[src/procPkg.sv]
/* Shared widths, field positions and encodings of the 16-bit core.
   Opcode values cover only the supported subset. Any other code raises err */
package procPkg;

   localparam int DATA_W = 16;   // Data, word address and instruction width
   localparam int REG_AW = 3;    // Eight registers
   localparam int OPC_W  = 5;    // Opcode sits in the top bits
   localparam int RS_MSB = 10;   // First register field 10:8
   localparam int RT_MSB = 7;    // Second register field 7:5
   localparam int RD_MSB = 4;    // Third register field 4:2
   localparam int IMM5_W = 5;    // ADDI, LD, ST offset
   localparam int IMM8_W = 8;    // LBI value and branch offset
   localparam int DISP_W = 11;   // J displacement

   typedef enum logic [OPC_W-1:0] {
      OP_HALT = 5'b00000,        // Stops fetch once it reaches memory
      OP_J    = 5'b00100,
      OP_ADDI = 5'b01000,
      OP_BEQZ = 5'b01100,
      OP_BNEZ = 5'b01101,
      OP_ST   = 5'b10000,        // Stores the second register field
      OP_LD   = 5'b10001,
      OP_LBI  = 5'b11000,        // Writes the first register field
      OP_ADD  = 5'b11011,
      OP_SUB  = 5'b11100,        // Rs minus Rt
      OP_AND  = 5'b11101,
      OP_XOR  = 5'b11110
   } opcodeT;

   typedef enum logic [2:0] {
      ALU_ADD   = 3'd0,
      ALU_SUB   = 3'd1,
      ALU_AND   = 3'd2,
      ALU_XOR   = 3'd3,
      ALU_PASSB = 3'd4           // Result is operand B, used by LBI
   } aluOpT;

endpackage
[src/proc.sv]
`timescale 1ns/1ps
/* Four-stage 16-bit core: fetch, decode, execute, memory with writeback.
   Instruction port is synchronous read, data port is a Wishbone master */
module proc (
   input  logic                       clk,
   input  logic                       rstN,
   output logic [procPkg::DATA_W-1:0] iAddr,
   output logic                       iReq,
   input  logic [procPkg::DATA_W-1:0] iData,
   output logic                       wbCyc,
   output logic                       wbStb,
   output logic                       wbWe,
   output logic [procPkg::DATA_W-1:0] wbAdr,
   output logic [procPkg::DATA_W-1:0] wbDatO,
   input  logic [procPkg::DATA_W-1:0] wbDatI,
   input  logic                       wbAck,
   output logic                       halted,
   output logic                       err
);

   logic [procPkg::DATA_W-1:0] fdInstr, fdPc;
   logic                       fdValid;
   logic                       deValid, deUseImm, deWrite;
   procPkg::opcodeT            deOp;
   procPkg::aluOpT             deAluOp;
   logic [procPkg::DATA_W-1:0] deA, deB, deImm, dePc;
   logic [procPkg::REG_AW-1:0] deDest;
   logic                       emValid, emLoad, emStore, emWrite, emHalt;
   logic [procPkg::DATA_W-1:0] emResult, emStoreData;
   logic [procPkg::REG_AW-1:0] emDest;
   logic                       redirect;
   logic [procPkg::DATA_W-1:0] redirectPc;
   logic                       wbRegWe;
   logic [procPkg::REG_AW-1:0] wbRegAddr;
   logic [procPkg::DATA_W-1:0] wbRegData;
   logic                       memBusy, hazard;

   fetchStage fetch_i (
      .clk(clk), .rstN(rstN), .stall(memBusy | hazard), .redirect(redirect),
      .halt(halted), .redirectPc(redirectPc), .iData(iData), .iAddr(iAddr), .iReq(iReq),
      .fdInstr(fdInstr), .fdPc(fdPc), .fdValid(fdValid));

   decodeStage decode_i (
      .clk(clk), .rstN(rstN), .fdInstr(fdInstr), .fdPc(fdPc), .fdValid(fdValid),
      .flush(redirect), .memBusy(memBusy),
      .exDest(deDest), .exWrite(deWrite), .exValid(deValid),           // Execute occupant
      .memDest(emDest), .memWrite(emWrite), .memValid(emValid),        // Memory occupant
      .wbRegWe(wbRegWe), .wbRegAddr(wbRegAddr), .wbRegData(wbRegData),
      .hazard(hazard), .err(err), .deValid(deValid), .deOp(deOp), .deAluOp(deAluOp),
      .deA(deA), .deB(deB), .deImm(deImm), .deUseImm(deUseImm), .dePc(dePc),
      .deDest(deDest), .deWrite(deWrite));

   executeStage execute_i (
      .clk(clk), .rstN(rstN), .memBusy(memBusy), .deValid(deValid), .deOp(deOp),
      .deAluOp(deAluOp), .deA(deA), .deB(deB), .deImm(deImm), .deUseImm(deUseImm),
      .dePc(dePc), .deDest(deDest), .deWrite(deWrite),
      .redirect(redirect), .redirectPc(redirectPc), .emValid(emValid), .emResult(emResult),
      .emStoreData(emStoreData), .emLoad(emLoad), .emStore(emStore), .emDest(emDest),
      .emWrite(emWrite), .emHalt(emHalt));

   memStage mem_i (
      .clk(clk), .rstN(rstN), .emValid(emValid), .emResult(emResult),
      .emStoreData(emStoreData), .emLoad(emLoad), .emStore(emStore), .emDest(emDest),
      .emWrite(emWrite), .emHalt(emHalt), .wbDatI(wbDatI), .wbAck(wbAck),
      .wbCyc(wbCyc), .wbStb(wbStb), .wbWe(wbWe), .wbAdr(wbAdr), .wbDatO(wbDatO),
      .memBusy(memBusy), .halted(halted),
      .wbRegWe(wbRegWe), .wbRegAddr(wbRegAddr), .wbRegData(wbRegData));

endmodule

[src/memStage.sv]
`timescale 1ns/1ps
/* Wishbone classic master with word addresses, plus writeback and halt.
   Cyc drops for at least one cycle between two bus cycles */
module memStage (
   input  logic                       clk,
   input  logic                       rstN,
   input  logic                       emValid,
   input  logic [procPkg::DATA_W-1:0] emResult,
   input  logic [procPkg::DATA_W-1:0] emStoreData,
   input  logic                       emLoad,
   input  logic                       emStore,
   input  logic [procPkg::REG_AW-1:0] emDest,
   input  logic                       emWrite,
   input  logic                       emHalt,
   input  logic [procPkg::DATA_W-1:0] wbDatI,
   input  logic                       wbAck,
   output logic                       wbCyc,
   output logic                       wbStb,
   output logic                       wbWe,
   output logic [procPkg::DATA_W-1:0] wbAdr,
   output logic [procPkg::DATA_W-1:0] wbDatO,
   output logic                       memBusy,
   output logic                       halted,
   output logic                       wbRegWe,
   output logic [procPkg::REG_AW-1:0] wbRegAddr,
   output logic [procPkg::DATA_W-1:0] wbRegData
);

   typedef enum logic {IDLE, WAIT} busStateT;

   busStateT busState;
   logic     memReq;                      // Load or store waiting in this stage

   assign memReq  = emValid && (emLoad || emStore) && !halted;
   assign memBusy = memReq && !(busState == WAIT && wbAck);  // Frees on Ack

   assign wbCyc  = (busState == WAIT);
   assign wbWe   = emStore;
   assign wbAdr  = emResult;              // Stage register holds while busy
   assign wbDatO = emStoreData;

   always_ff @(posedge clk or negedge rstN) begin
      if (!rstN) begin
         busState <= IDLE;
         wbStb    <= 1'b0;
         halted   <= 1'b0;
      end else begin
         case (busState)
            IDLE: if (memReq) begin
               busState <= WAIT;
               wbStb    <= 1'b1;
            end
            WAIT: if (wbAck) begin
               busState <= IDLE;
               wbStb    <= 1'b0;
            end
            default: busState <= IDLE;
         endcase
         if (emValid && emHalt)
            halted <= 1'b1;               // Younger ops are ignored from now on
      end
   end

   assign wbRegWe   = emValid && emWrite && !halted && !memBusy;
   assign wbRegAddr = emDest;
   assign wbRegData = emLoad ? wbDatI : emResult;  // Load data is taken with Ack

   // Master signals hold until the slave answers
   assert property (@(posedge clk) disable iff (!rstN)
      wbStb && !wbAck |=> wbStb && $stable({wbWe, wbAdr, wbDatO}));

   assert property (@(posedge clk) disable iff (!rstN) wbCyc == wbStb);

endmodule

[src/executeStage.sv]
`timescale 1ns/1ps
/* ALU and branch resolution. Targets are word addresses, PC + 1 + offset.
   A taken branch redirects once, in the cycle it moves on to memory */
module executeStage (
   input  logic                       clk,
   input  logic                       rstN,
   input  logic                       memBusy,
   input  logic                       deValid,
   input  procPkg::opcodeT            deOp,
   input  procPkg::aluOpT             deAluOp,
   input  logic [procPkg::DATA_W-1:0] deA,
   input  logic [procPkg::DATA_W-1:0] deB,
   input  logic [procPkg::DATA_W-1:0] deImm,
   input  logic                       deUseImm,
   input  logic [procPkg::DATA_W-1:0] dePc,
   input  logic [procPkg::REG_AW-1:0] deDest,
   input  logic                       deWrite,
   output logic                       redirect,
   output logic [procPkg::DATA_W-1:0] redirectPc,
   output logic                       emValid,
   output logic [procPkg::DATA_W-1:0] emResult,
   output logic [procPkg::DATA_W-1:0] emStoreData,
   output logic                       emLoad,
   output logic                       emStore,
   output logic [procPkg::REG_AW-1:0] emDest,
   output logic                       emWrite,
   output logic                       emHalt
);

   logic [procPkg::DATA_W-1:0] bOp;
   logic [procPkg::DATA_W-1:0] aluOut;
   logic                       taken;

   assign bOp = deUseImm ? deImm : deB;

   always_comb begin
      case (deAluOp)
         procPkg::ALU_SUB:   aluOut = deA - bOp;
         procPkg::ALU_AND:   aluOut = deA & bOp;
         procPkg::ALU_XOR:   aluOut = deA ^ bOp;
         procPkg::ALU_PASSB: aluOut = bOp;
         default:            aluOut = deA + bOp;  // Also load and store address
      endcase
   end

   always_comb begin
      case (deOp)
         procPkg::OP_BEQZ: taken = (deA == '0);
         procPkg::OP_BNEZ: taken = (deA != '0);
         procPkg::OP_J:    taken = 1'b1;
         default:          taken = 1'b0;
      endcase
   end

   assign redirect   = deValid && taken && !memBusy;
   assign redirectPc = dePc + 1 + deImm;

   always_ff @(posedge clk or negedge rstN) begin
      if (!rstN)
         emValid <= 1'b0;
      else if (!memBusy)
         emValid <= deValid;
   end

   always_ff @(posedge clk) begin
      if (!memBusy) begin
         emResult    <= aluOut;
         emStoreData <= deB;
         emLoad      <= (deOp == procPkg::OP_LD);
         emStore     <= (deOp == procPkg::OP_ST);
         emDest      <= deDest;
         emWrite     <= deWrite;
         emHalt      <= (deOp == procPkg::OP_HALT);
      end
   end

   // A redirecting branch is real and moves on to memory next cycle
   assert property (@(posedge clk) disable iff (!rstN)
      redirect |-> deValid ##1 emValid);

endmodule

[src/decodeStage.sv]
`timescale 1ns/1ps
/* Decode, register file and interlock. No forwarding: a dependent op waits
   until its producer writes back. Unknown opcodes pass on as NOPs and set err */
module decodeStage (
   input  logic                       clk,
   input  logic                       rstN,
   input  logic [procPkg::DATA_W-1:0] fdInstr,
   input  logic [procPkg::DATA_W-1:0] fdPc,
   input  logic                       fdValid,
   input  logic                       flush,
   input  logic                       memBusy,
   input  logic [procPkg::REG_AW-1:0] exDest,
   input  logic                       exWrite,
   input  logic                       exValid,
   input  logic [procPkg::REG_AW-1:0] memDest,
   input  logic                       memWrite,
   input  logic                       memValid,
   input  logic                       wbRegWe,
   input  logic [procPkg::REG_AW-1:0] wbRegAddr,
   input  logic [procPkg::DATA_W-1:0] wbRegData,
   output logic                       hazard,
   output logic                       err,
   output logic                       deValid,
   output procPkg::opcodeT            deOp,
   output procPkg::aluOpT             deAluOp,
   output logic [procPkg::DATA_W-1:0] deA,
   output logic [procPkg::DATA_W-1:0] deB,
   output logic [procPkg::DATA_W-1:0] deImm,
   output logic                       deUseImm,
   output logic [procPkg::DATA_W-1:0] dePc,
   output logic [procPkg::REG_AW-1:0] deDest,
   output logic                       deWrite
);

   logic [procPkg::DATA_W-1:0] regFile [2**procPkg::REG_AW];
   procPkg::opcodeT            op;
   procPkg::aluOpT             aluOp;
   logic [procPkg::REG_AW-1:0] rs, rt, rd, dest;
   logic [procPkg::DATA_W-1:0] imm5Ext, imm8Ext, dispExt, imm;
   logic [procPkg::DATA_W-1:0] rsVal, rtVal;
   logic                       useRs, useRt, useImm, write, legal;
   logic                       rsHit, rtHit;

   assign op = procPkg::opcodeT'(fdInstr[procPkg::DATA_W-1 -: procPkg::OPC_W]);
   assign rs = fdInstr[procPkg::RS_MSB -: procPkg::REG_AW];
   assign rt = fdInstr[procPkg::RT_MSB -: procPkg::REG_AW];
   assign rd = fdInstr[procPkg::RD_MSB -: procPkg::REG_AW];

   assign imm5Ext = {{(procPkg::DATA_W-procPkg::IMM5_W){fdInstr[procPkg::IMM5_W-1]}},
                     fdInstr[procPkg::IMM5_W-1:0]};
   assign imm8Ext = {{(procPkg::DATA_W-procPkg::IMM8_W){fdInstr[procPkg::IMM8_W-1]}},
                     fdInstr[procPkg::IMM8_W-1:0]};
   assign dispExt = {{(procPkg::DATA_W-procPkg::DISP_W){fdInstr[procPkg::DISP_W-1]}},
                     fdInstr[procPkg::DISP_W-1:0]};

   always_comb begin
      imm    = imm5Ext;                   // ADDI, LD and ST offset
      dest   = rt;                        // Immediate ops and loads
      useRs  = 1'b0;
      useRt  = 1'b0;
      useImm = 1'b0;
      write  = 1'b0;
      legal  = 1'b1;
      case (op)
         procPkg::OP_ADD, procPkg::OP_SUB, procPkg::OP_AND, procPkg::OP_XOR: begin
            useRs = 1'b1;
            useRt = 1'b1;
            write = 1'b1;
            dest  = rd;
         end
         procPkg::OP_ADDI, procPkg::OP_LD: begin
            useRs  = 1'b1;
            useImm = 1'b1;
            write  = 1'b1;
         end
         procPkg::OP_ST: begin
            useRs  = 1'b1;
            useRt  = 1'b1;                // Store data comes from 7:5
            useImm = 1'b1;
         end
         procPkg::OP_LBI: begin
            imm    = imm8Ext;
            useImm = 1'b1;
            write  = 1'b1;
            dest   = rs;                  // 7:0 holds the value itself
         end
         procPkg::OP_BEQZ, procPkg::OP_BNEZ: begin
            imm   = imm8Ext;
            useRs = 1'b1;
         end
         procPkg::OP_J:    imm = dispExt;
         procPkg::OP_HALT: ;
         default:          legal = 1'b0;
      endcase
   end

   always_comb begin
      case (op)
         procPkg::OP_SUB: aluOp = procPkg::ALU_SUB;
         procPkg::OP_AND: aluOp = procPkg::ALU_AND;
         procPkg::OP_XOR: aluOp = procPkg::ALU_XOR;
         procPkg::OP_LBI: aluOp = procPkg::ALU_PASSB;
         default:         aluOp = procPkg::ALU_ADD;  // Addresses and ADD
      endcase
   end

   // Write-through so a register written this cycle reads new
   assign rsVal = (wbRegWe && wbRegAddr == rs) ? wbRegData : regFile[rs];
   assign rtVal = (wbRegWe && wbRegAddr == rt) ? wbRegData : regFile[rt];

   // Memory-stage producer stops blocking in the cycle it writes
   assign rsHit = useRs && ((exValid && exWrite && exDest == rs) ||
                            (memValid && memWrite && !wbRegWe && memDest == rs));
   assign rtHit = useRt && ((exValid && exWrite && exDest == rt) ||
                            (memValid && memWrite && !wbRegWe && memDest == rt));
   assign hazard = fdValid && (rsHit || rtHit);

   always_ff @(posedge clk) begin
      if (wbRegWe)
         regFile[wbRegAddr] <= wbRegData;
   end

   always_ff @(posedge clk or negedge rstN) begin
      if (!rstN) begin
         deValid <= 1'b0;
         err     <= 1'b0;
      end else if (!memBusy) begin
         deValid <= fdValid && !flush && !hazard;  // Bubble on flush or hazard
         if (fdValid && !flush && !legal)
            err <= 1'b1;                  // Sticky until reset
      end
   end

   always_ff @(posedge clk) begin
      if (!memBusy && !hazard) begin
         deOp     <= op;
         deAluOp  <= aluOp;
         deA      <= rsVal;
         deB      <= rtVal;
         deImm    <= imm;
         deUseImm <= useImm;
         dePc     <= fdPc;
         deDest   <= dest;
         deWrite  <= write;
      end
   end

   // An unknown opcode can enter execute only with err already raised
   assert property (@(posedge clk) disable iff (!rstN)
      deValid && !err |-> deOp inside {procPkg::OP_HALT, procPkg::OP_J, procPkg::OP_ADDI,
         procPkg::OP_BEQZ, procPkg::OP_BNEZ, procPkg::OP_ST, procPkg::OP_LD, procPkg::OP_LBI,
         procPkg::OP_ADD, procPkg::OP_SUB, procPkg::OP_AND, procPkg::OP_XOR});

endmodule

[src/fetchStage.sv]
`timescale 1ns/1ps
/* Fetch for a one-cycle synchronous-read instruction port.
   A word dropped by a stall is requested again, not buffered */
module fetchStage (
   input  logic                       clk,
   input  logic                       rstN,
   input  logic                       stall,
   input  logic                       redirect,
   input  logic                       halt,
   input  logic [procPkg::DATA_W-1:0] redirectPc,
   input  logic [procPkg::DATA_W-1:0] iData,
   output logic [procPkg::DATA_W-1:0] iAddr,
   output logic                       iReq,
   output logic [procPkg::DATA_W-1:0] fdInstr,
   output logic [procPkg::DATA_W-1:0] fdPc,
   output logic                       fdValid
);

   logic [procPkg::DATA_W-1:0] pc;        // Next sequential address
   logic [procPkg::DATA_W-1:0] reqPc;     // Address of the word now on iData
   logic                       reqValid;  // Word on iData is on the current path

   assign iReq = !halt;                   // Fetch stops for good after HALT

   always_comb begin
      if (redirect)
         iAddr = redirectPc;              // Target goes out in the resolve cycle
      else if (stall)
         iAddr = reqPc;                   // Replay the word that is dropped now
      else
         iAddr = pc;
   end

   always_ff @(posedge clk or negedge rstN) begin
      if (!rstN) begin
         pc       <= '0;                  // Start at address 0
         reqPc    <= '0;
         reqValid <= 1'b0;
         fdValid  <= 1'b0;
      end else if (halt) begin
         reqValid <= 1'b0;
         fdValid  <= 1'b0;
      end else begin
         reqPc <= iAddr;
         if (redirect) begin
            pc       <= redirectPc + 1;
            reqValid <= 1'b1;
            fdValid  <= 1'b0;             // Squash the word arriving now
         end else if (!stall) begin
            pc       <= pc + 1;
            reqValid <= 1'b1;
            fdValid  <= reqValid;
         end
      end
   end

   // Held word stays put while decode or memory cannot accept
   always_ff @(posedge clk) begin
      if (!stall && !redirect) begin
         fdInstr <= iData;
         fdPc    <= reqPc;
      end
   end

endmodule

[config.mk]
export PLATFORM = sky130hd
export DESIGN_NAME = proc
export DESIGN_NICKNAME = d
export VERILOG_FILES = /design/src/procPkg.sv /design/src/proc.sv /design/src/memStage.sv /design/src/executeStage.sv /design/src/decodeStage.sv /design/src/fetchStage.sv
export SDC_FILE = /design/constraint.sdc
export NUM_CORES = 1
export LEC_CHECK = 0
export BUFFER_PORTS_ARGS = -buffer_cell sky130_fd_sc_hd__buf_4
export CORE_MARGIN = 3
export CORE_UTILIZATION = 34
export DETAILED_ROUTE_END_ITERATION = 8
export PLACE_DENSITY_LB_ADDON = 0.1
export SLEW_MARGIN = 20
export SYNTH_ARGS = -nofsm -noshare
export SYNTH_HDL_FRONTEND = slang
export SYNTH_SLANG_ARGS = --single-unit
[constraint.sdc]
create_clock -name clk -period 7.7 [get_ports clk]
set_clock_uncertainty 0.05 [all_clocks]
set_input_delay 0.385 -clock clk [delete_from_list [all_inputs] [get_ports clk]]
set_output_delay 0.385 -clock clk [all_outputs]
set_load 0.005 [all_outputs]
==> results, run 1 <==
- The flow ran to the end, and the final reports show no timing, DRC or antenna violations.
- The total clock sinks is 311.
- The residual DRC count is 0.
- In this run the post-CTS setup repair buffer count came out at 0.
- The clock network is responsible for approximately 39% of the overall power.
- Setup repair after global routing left no endpoint under its margin.
- For this run, the leading register cell type out of synthesis is edfxtp_1.
- The switching power of the nets is 1234 uW.
- Counting flops with an async set or reset pin after synthesis yields a share of between 10% and 20%.
- The routed layout has 11.36k vias.
- The share of power burned in combinational logic is roughly 15%.
- The start point of the critical path is fetch_i.fdInstr[6].
- For the pin with the worst max-slew slack, the measured transition is approximately 1100 ps.
- The average instance in the mapped netlist occupies 12.44 um2.
- The post-CTS clock slew at the launch and capture registers of the worst setup and hold paths is 60 ps.
- The share of power burned in registers is between 40% and 50%.
- For this design the static power due to leakage is just over 0.007 uW.
- The congestion estimate from routability-driven global placement came to a little over 0.8.
- The startpoint identified for the worst register-to-register timing path is decode_i.deAluOp[0].
- Yosys attributes the largest share of cell area to edfxtp_1, mux4_2, dfrtp_1, ha_1, a21oi_1.
- The final sum of negative setup slack is 0 ps.
- Derived from the worst setup path, the maximum achievable clock frequency is between 150 and 200 MHz.
- The switching share of power is around 27%.
- The pin count of the biggest net entering global routing is between 50 and 60.
- The number of fillers in the final layout is 4517.
- The number of failing hold endpoints at the final stage is 0.
- The core region is roughly 0.048 mm2.
- Synthesis handed over a netlist of 1323 instances.
- The worst setup path is captured at an output port.
- Yosys printed 0 warnings.
- The CTS tree is done.
- The number of enable flip-flop cells after synthesis is between 200 and 300.
- The total overflow left after global routing is 0.
- The maximum root-to-sink buffer count is 3.
- The max-capacitance violation count is 0.
- The initial cell density of the core is around a third.
- The iteration-0 DRC count of the detailed router is approximately 860.
- The half-perimeter wire length after placement is 32760 um.
- Once placement finished, the instance area stood at 0.01785 mm2.
- The die covers between 0.05 and 0.06 mm2.
- Before antenna repair, the detailed router went through 4 iterations.
- The count of pins over their slew limit was 0.
- The largest stage delay on the critical path is between 800 and 900 ps.
- The post-route total power is around 4500 uW.
- The number of antenna violations at the first check in global routing was 0.
- The standard-cell row count is 80.
- The remaining number of nets flagged by the antenna check after routing is 0.
- The die extent in y is between 200 and 250 um.
- Dividing the detail-routed via count by the number of cells gives 5.493.
- The minimum clock period after layout is ~5100 ps.
- The family of cells with the greatest summed delay on the critical path is buffers and inverters.
- Relative to the synthesized area, the layout overhead comes to 16.79%.
- The cell taking the most area after synthesis is edfxtp_1.
- The buffering stage count on the worst path with inverters included is 4.
- The internal power of the cells totals roughly 3300 uW.
- The number of primary I/O pins is between 80 and 90.
- Of the post-synthesis cell area, the dominant cell type holds 49.43%.
- The clock latency reported for the late side of the worst-skew pair is between 500 and 600 ps.
- The via count of the first global-routing pass is 11.27k.
- The final setup violation count is 0.
- The tightest slew margin relative to the limit is roughly a quarter.
- The signal on the critical path passes through buf_4 > xor2_1 > nor3_1 > o211ai_1 > a21oi_1 > o311ai_1 > nand2_1 > buf_4 > clkinv_2 > nor2_1 > nand2_1 > nand2_1 > buf_4.
- The first global-routing pass estimated roughly 72000 um of wire.
- STA classifies the critical path startpoint as a register.
- The total standard cell area after synthesis is approximately 0.016 mm2.
- The slowest cell on the critical path is clkinv_2.
- The overall routed net length is 48450 um.
- The critical path is of the reg -> out type.
- The netlist uses 81 different library cells.
- The number of inserted diodes is 0.
- Along the worst path, the maximum fanout reaches 54.
- The routed wirelength normalized by instance count is about 23 um.
- After routing the design area is about 0.019 mm2.
- The post-layout net count is between 1.5k and 2k.
- The final cycle utilization of the critical path is between 60% and 70%.
- The number of clock buffers inserted by TritonCTS is 38.
- Clock tree synthesis selected as its root buffer the cell clkbuf_16.
- The power density normalized to cell area is ~240 mW/mm2.
- The number of H-tree levels is 2.
- The number of hold-repair buffers added at the cts stage is 18.
- The critical path data arrival time is 4700 ps.
- The die is ~230 um wide.
- The global routing usage summed across all routing layers is 19.03%.
- The share of final-layout standard cells stronger than drive strength 1 is a little under a fifth.
- The startpoint of the lowest-slack hold path is wbDatI[10].
- The number of nets produced by synthesis is about 1.4k.
- The highest ir drop seen on vdd is 0.1599 mV.
- During placement, the flow inserted port buffers numbering approximately 90.
- The count of instances resized after the clock tree is built is 0.
- In this run the worst hold path is classified as in -> reg.
- The sequential cell area fraction in the yosys report is 55.51%.
- The synthesized design contains about 310 register bits.
- The worst endpoint required time is just over 7000 ps.
==> layout by cell type, fill, tap and decap left out, types with 9 or more instances in the layout <==
master and count:
dfrtp_1 40, mux2i_1 35, inv_1 48, or3_1 9
buf_4 116, nor2b_1 41, ha_1 48, mux4_2 64
a211oi_1 37, dlygate4sd3_1 18, a21o_1 11, a21oi_1 106
and3_1 9, a22oi_1 18, clkbuf_16 39, nand2b_1 18
o21ai_1 11, nor3_1 23, nand2_1 97, nand3_1 24
mux2_2 10, edfxtp_1 271, nor2_1 75, clkbuf_1 9
o21ai_0 57, xor2_1 20, clkinv_1 9, xnor2_1 29
==> Yosys cell counts (4+ instances only) <==
cell type,count
xor2_1,20
nor2b_1,41
mux4_2,64
a22oi_1,18
a41oi_1,4
a211oi_1,37
xnor2_1,29
a21boi_0,7
o31ai_1,5
nand2b_1,18
ha_1,48
a21o_1,11
nor2_1,76
a221oi_1,8
nand3_1,24
nor4_1,7
nand2_1,97
mux2i_1,35
buf_1,10
a21oi_1,106
nand4_1,5
clkbuf_1,57
o21ai_0,58
a31oi_1,8
o22a_1,5
dfrtp_1,40
nor3_1,25
nor3b_1,6
and2_1,7
inv_1,49
or3_1,9
edfxtp_1,271
a2111oi_0,4
or2_2,6
o21ai_1,11
and3_1,9
o22ai_1,4
mux2_2,10
o21a_1,8
==> metal layers <==
layer  wire length [um]  GRT usage [%]  up-vias  part of all wire [%]
li1                   -              -     5304                     -
met1              21860          26.12     5744                    45
met2              23270          31.05      234                    48
met3               1807          2.652       73                   3.7
met4               1504          6.743        0                   3.1
met5                  0              0        -                     0
==> power by group through the flow <==
stage / Combinational [uW] / Sequential [uW] / Clock, uW
floorplan: 414 / 2080 / 0
global placement: 669 / 2150 / 0
detailed placement: 671 / 2150 / 0
CTS: 682 / 2120 / 1810
global route: 747 / 2130 / 1880
finish: 672 / 2120 / 1750
==> metrics by stage <==
| stage | instances | hold WS, ps | util [%] | setup slack, ps |
|---|---|---|---|---|
| global route | 2067 | 263.1 | 40.27 | 2151 |
| detailed placement | 1982 | 355.4 | 37.39 | 2934 |
| global placement | 1982 | 351.9 | 37.39 | 3021 |
| finish | 2067 | 248.3 | 40.27 | 2566 |
| floorplan | 1323 | 39.41 | - | 3523 |
| CTS | 2067 | 209.7 | 40.27 | 2445 |
==> area by class of cell <==
cell class | instances | area, um2 | area share [%]
flip-flops and latches | 311 | 9139 | 47.53
multi-input cells | 888 | 6878 | 35.77
repair buffers | 134 | 1051 | 5.466
clock buffers | 48 | 1010 | 5.251
well taps | 615 | 769.5 | 4.002
inverters | 52 | 196.4 | 1.022
clock inverters | 19 | 185.2 | 0.9630
==> registers in the layout, indices dropped and copies added, names as in the netlist, 5 cells and up <==
| name | flops |
|---|---|
| decode_i.deA | 16 |
| decode_i.deB | 16 |
| decode_i.deImm | 11 |
| decode_i.deOp | 5 |
| decode_i.dePc | 16 |
| decode_i.regFile | 128 |
| execute_i.emResult | 16 |
| execute_i.emStoreData | 16 |
| fetch_i.fdInstr | 16 |
| fetch_i.fdPc | 16 |
| fetch_i.pc | 16 |
| fetch_i.reqPc | 16 |
==> tightest hold or removal path: stages <==
cell and delay (ps):
buf_4 80, mux2i_1 120, a21oi_1 150
==> final timing paths <==
path / to / slack [ps] / cells past startpoint
min in group asynchronous: fetch_i.pc[8] / 330 / 2
worst max register to register: execute_i.emResult[12] / 2870 / 14
worst min register to register: decode_i.dePc[13] / 370 / 0
worst min-delay path: decode_i.deB[10] / 250 / 3
worst max-delay path: iAddr[15] / 2570 / 13
max in group asynchronous: decode_i.deValid / 6860 / 2
==> kinds of logic after synthesis <==
logic type,share of synthesized area [%]
muxes,11.72
AOI/OAI and AO/OA,13.18
DFF,55.51
xor gates and xnor gates,2.607
and+or+nand+nor,10.18
adders and majority gates,3.891
buffers and inverters,2.918
(Power assumes the default switching activity.)
==> inputs of run 2 (changes only) <==
==> constraint.sdc (replaced) <==
create_clock -name clk -period 5.39 [get_ports clk]
set_clock_uncertainty 0.05 [all_clocks]
set_input_delay 0.2695 -clock clk [delete_from_list [all_inputs] [get_ports clk]]
set_output_delay 0.2695 -clock clk [all_outputs]
set_load 0.005 [all_outputs]
==> run 2 against run 1 <==
Clock power is 55% higher. Cell area is 0.80% higher. Sequential share of layout area is 0.38 points lower. Combinational power is 41% higher. Clock-buffer cell count is 5 lower. Non-clock buffer count is 4 higher. Power is 47% higher. Final cell count is 0.34% higher. Critical path depth is 1 higher. Global-route usage is 0.28 points lower. Worst setup slack worse by 1600 ps. Highest routed layer unchanged.
==> results, run 2 (synthesis results as in run 1) <==
- Result of the run: finished, final reports clean (unchanged).
- The number of primary I/O pins is 89 (unchanged).
- The standard-cell row count was 80 (unchanged).
- The hold-critical path endpoint is decode_i.deA[1] (was decode_i.deB[10]).
- The buffering stage count on the worst path with inverters included was 0 (was 4).
- The post-layout net count was 1514 (was 1510).
- The iteration-0 DRC count of the detailed router is 793 (was 864).
- The slowest cell on the critical path is edfxtp_1 (was clkinv_2).
- The maximum root-to-sink buffer count is 3 (unchanged).
- The count of pins over their slew limit is 0 (unchanged).
- The routed wirelength normalized by instance count is 23.05 um (was 23.44 um).
- The worst endpoint required time came to 5710 ps (was 7260 ps).
- The number of cells traversed by the worst hold path is 3 (unchanged).
- The area of the core region is 0.04775 mm2 (unchanged).
- Worst path cell trace: mux2i_1 > ha_1 > o21ai_0 > fa_1 > a21o_1 > a21oi_1 > o21bai_1 > a21oi_1 > o21ai_0 > and2_1 > o31ai_1 > a21oi_1 > xnor2_1 > a222oi_1 (was buf_4 > xor2_1 > nor3_1 > o211ai_1 > a21oi_1 > o311ai_1 > nand2_1 > buf_4 > clkinv_2 > nor2_1 > nand2_1 > nand2_1 > buf_4).
- The most common cell after layout, fill and taps aside is edfxtp_1 (unchanged).
- The total clock sinks is 311 (unchanged).
- The overall routed net length was 47800 um (was 48450 um).
- The largest fanout on the critical path is 17 (was 54).
- The total cell area at the placement stage is 0.01788 mm2 (was 0.01785 mm2).
- The endpoint of the worst-slack reg-to-reg timing path is execute_i.emResult[12] (unchanged).
- The upper clock frequency limit is between 200 and 250 MHz.
- The flip-flop count of the largest register, all copies and words added was 128 (unchanged).
- The family of cells with the greatest summed delay on the critical path is compound AO/OA/AOI/OAI gates (was buffers and inverters).
- The global routing usage summed across all routing layers came to 18.75% (was 19.03%).
- The number of inserted diodes is 0 (unchanged).
- The number of H-tree levels was 2 (unchanged).
- The worst setup slack for register-to-register paths is 920 ps (was 2870 ps).
- The overall die area is 0.05110 mm2 (unchanged).
- The largest stage delay on the critical path is 890 ps (was 840 ps).
- The via count of the first global-routing pass is 11.21k (was 11.27k).
- The buffer count from post-CTS setup fixing came to 0 (unchanged).
- The x dimension of the die is 226.1 um (unchanged).
- The residual DRC count is 0 (unchanged).
- The tightest slew margin relative to the limit is 34.86% (was 25.53%).
- The final sum of negative setup slack is 0 ps (unchanged).
- The total overflow reported by the global router is 0 (unchanged).
- The half-perimeter wire length after placement is 32660 um (was 32760 um).
- Leading cell types in the layout, fill and taps excluded: edfxtp_1, buf_4, a21oi_1 (unchanged).
- The highest ir drop seen on vdd is 0.1869 mV (was 0.1599 mV).
- The placer congestion estimate is 0.8281 (was 0.8294).
- The number of clock buffers inserted by TritonCTS was 38 (unchanged).
- RSZ-0062 raised after global routing: no (unchanged).
- The global-route wire length before repair is 71530 um (was 72390 um).
- The area overhead of the layout relative to synthesis was 17.72% (was 16.79%).
- The pin count of the biggest net entering global routing is 52 (was 55).
- The most prevalent standard cell on the critical path is a21oi_1.
- The max-capacitance violation count is 0 (unchanged).
- The critical path endpoint category is a register (was output port).
- The worst hold slack after final layout is 113.9 ps (was 248.3 ps).
- The post-CTS clock slew at the launch and capture registers of the worst setup and hold paths is 60 ps (about the same).
- The worst hold path class is in -> reg (unchanged).
- The reg-to-reg critical path startpoint was decode_i.deUseImm (was decode_i.deAluOp[0]).
- The startpoint kind of the worst setup timing path is a register (unchanged).
- The standby leakage power is 0.007196 uW (was 0.007114 uW).
- The initial cell density of the core is 34.48% (unchanged).
- The critical path data arrival time is 4790 ps (was 4700 ps).
- The number of failing hold endpoints at the final stage was 0 (unchanged).
- The startpoint of the lowest-slack hold path is wbDatI[1] (was wbDatI[10]).
- The cell area after layout is 0.01938 mm2 (was 0.01923 mm2).
- The routed design could run at a clock period as short as roughly 4500 ps.
- The via density per instance is 5.432 (was 5.493).
- The count of cells along the worst register-to-register path came to 14 (unchanged).
- The area used by multi-input combinational logic came to 0.006877 mm2 (was 0.006878 mm2).
- The post-route total power is 6680 uW (was 4543 uW).
- The kind of critical path is reg -> reg (was reg -> out).
- The register name with the most flops is decode_i.regFile (unchanged).
- The die extent in y was 226.1 um (unchanged).
- The number of input and output port buffers inserted is 88 (unchanged).
- The number of antenna violations at the first check in global routing was 0 (unchanged).
- The final cycle utilization of the critical path is ~83%.
- The slew at the pin closest to its max-slew limit is 952.5 ps (was 1107 ps).
- The clock latency reported for the late side of the worst-skew pair was 570 ps (was 560 ps).
- The share of final-layout standard cells stronger than drive strength 1 is 18.92% (was 18.25%).
- The number of fillers in the final layout is 4500 (was 4517).
- The total via count after detailed routing is 11.27k (was 11.36k).
- The area taken by flip-flops and latches is 0.009139 mm2 (unchanged).
- The number of iterations in the first detailed-routing pass is 5 (was 4).
- The CTS tree is done (unchanged).
- The library cell used as clock root buffer is clkbuf_16 (unchanged).
- The remaining number of nets flagged by the antenna check after routing is 0 (unchanged).
- The final setup violation count is 0 (unchanged).
- The power density normalized to cell area came to 344.7 mW/mm2 (was 236.3 mW/mm2).
[run 2: timing repair]
action                                 CTS  global route
resized for setup                        0             0
hold buffers                            18             0
endpoints found under the hold margin   58             0
[run 2: worst max path at each step]
| stage | from | end | slack [ps] | depth (start not counted) |
|---|---|---|---|---|
| final | decode_i.deUseImm | execute_i.emResult[12] | 920 | 14 |
| after global routing | decode_i.deUseImm | execute_i.emResult[15] | 580 | 14 |
| after CTS | decode_i.deA[10] | iAddr[10] | 820 | 8 |
| after detailed placement | decode_i.deUseImm | execute_i.emResult[15] | 940 | 14 |
| after global placement | decode_i.deUseImm | execute_i.emResult[15] | 1030 | 14 |
| after floorplan | decode_i.deUseImm | execute_i.emResult[15] | 1300 | 14 |
[run 2: where the power goes]
part           internal (uW)  switching (uW)
sequential              2870             152
combinational            380             568
clock                   1650            1060
[run 2: tightest hold or removal path: stages]
cell,delay [ps]
buf_4,100
mux2i_1,110
a21oi_1,130
[run 2: area by class of cell]
type                    count  share of cell area, %
multi-input cells         888                  35.48
flip-flops and latches    311                  47.15
repair buffers            138                  5.577
inverters                  52                  1.013
clock inverters            27                  1.808
clock buffers              43                  5.003
well taps                 615                  3.970
[run 2: layer usage]
metal  global-route usage (%)  up-vias  wire length (um)
met5                        0        -                 0
met4                    5.480        0              1173
met3                    2.379       68              1758
met2                    31.40      227             23360
met1                    25.68     5661             21510
li1                         -     5311                 -
[run 2: stage by stage]
step	std cells	setup slack [ps]	utilization, %
final	2074	918.8	40.59
after global routing	2074	575.1	40.59
after CTS	2074	823.9	40.59
after detailed placement	1986	936.8	37.45
after global placement	1986	1031	37.45
after floorplan	1323	1301	-
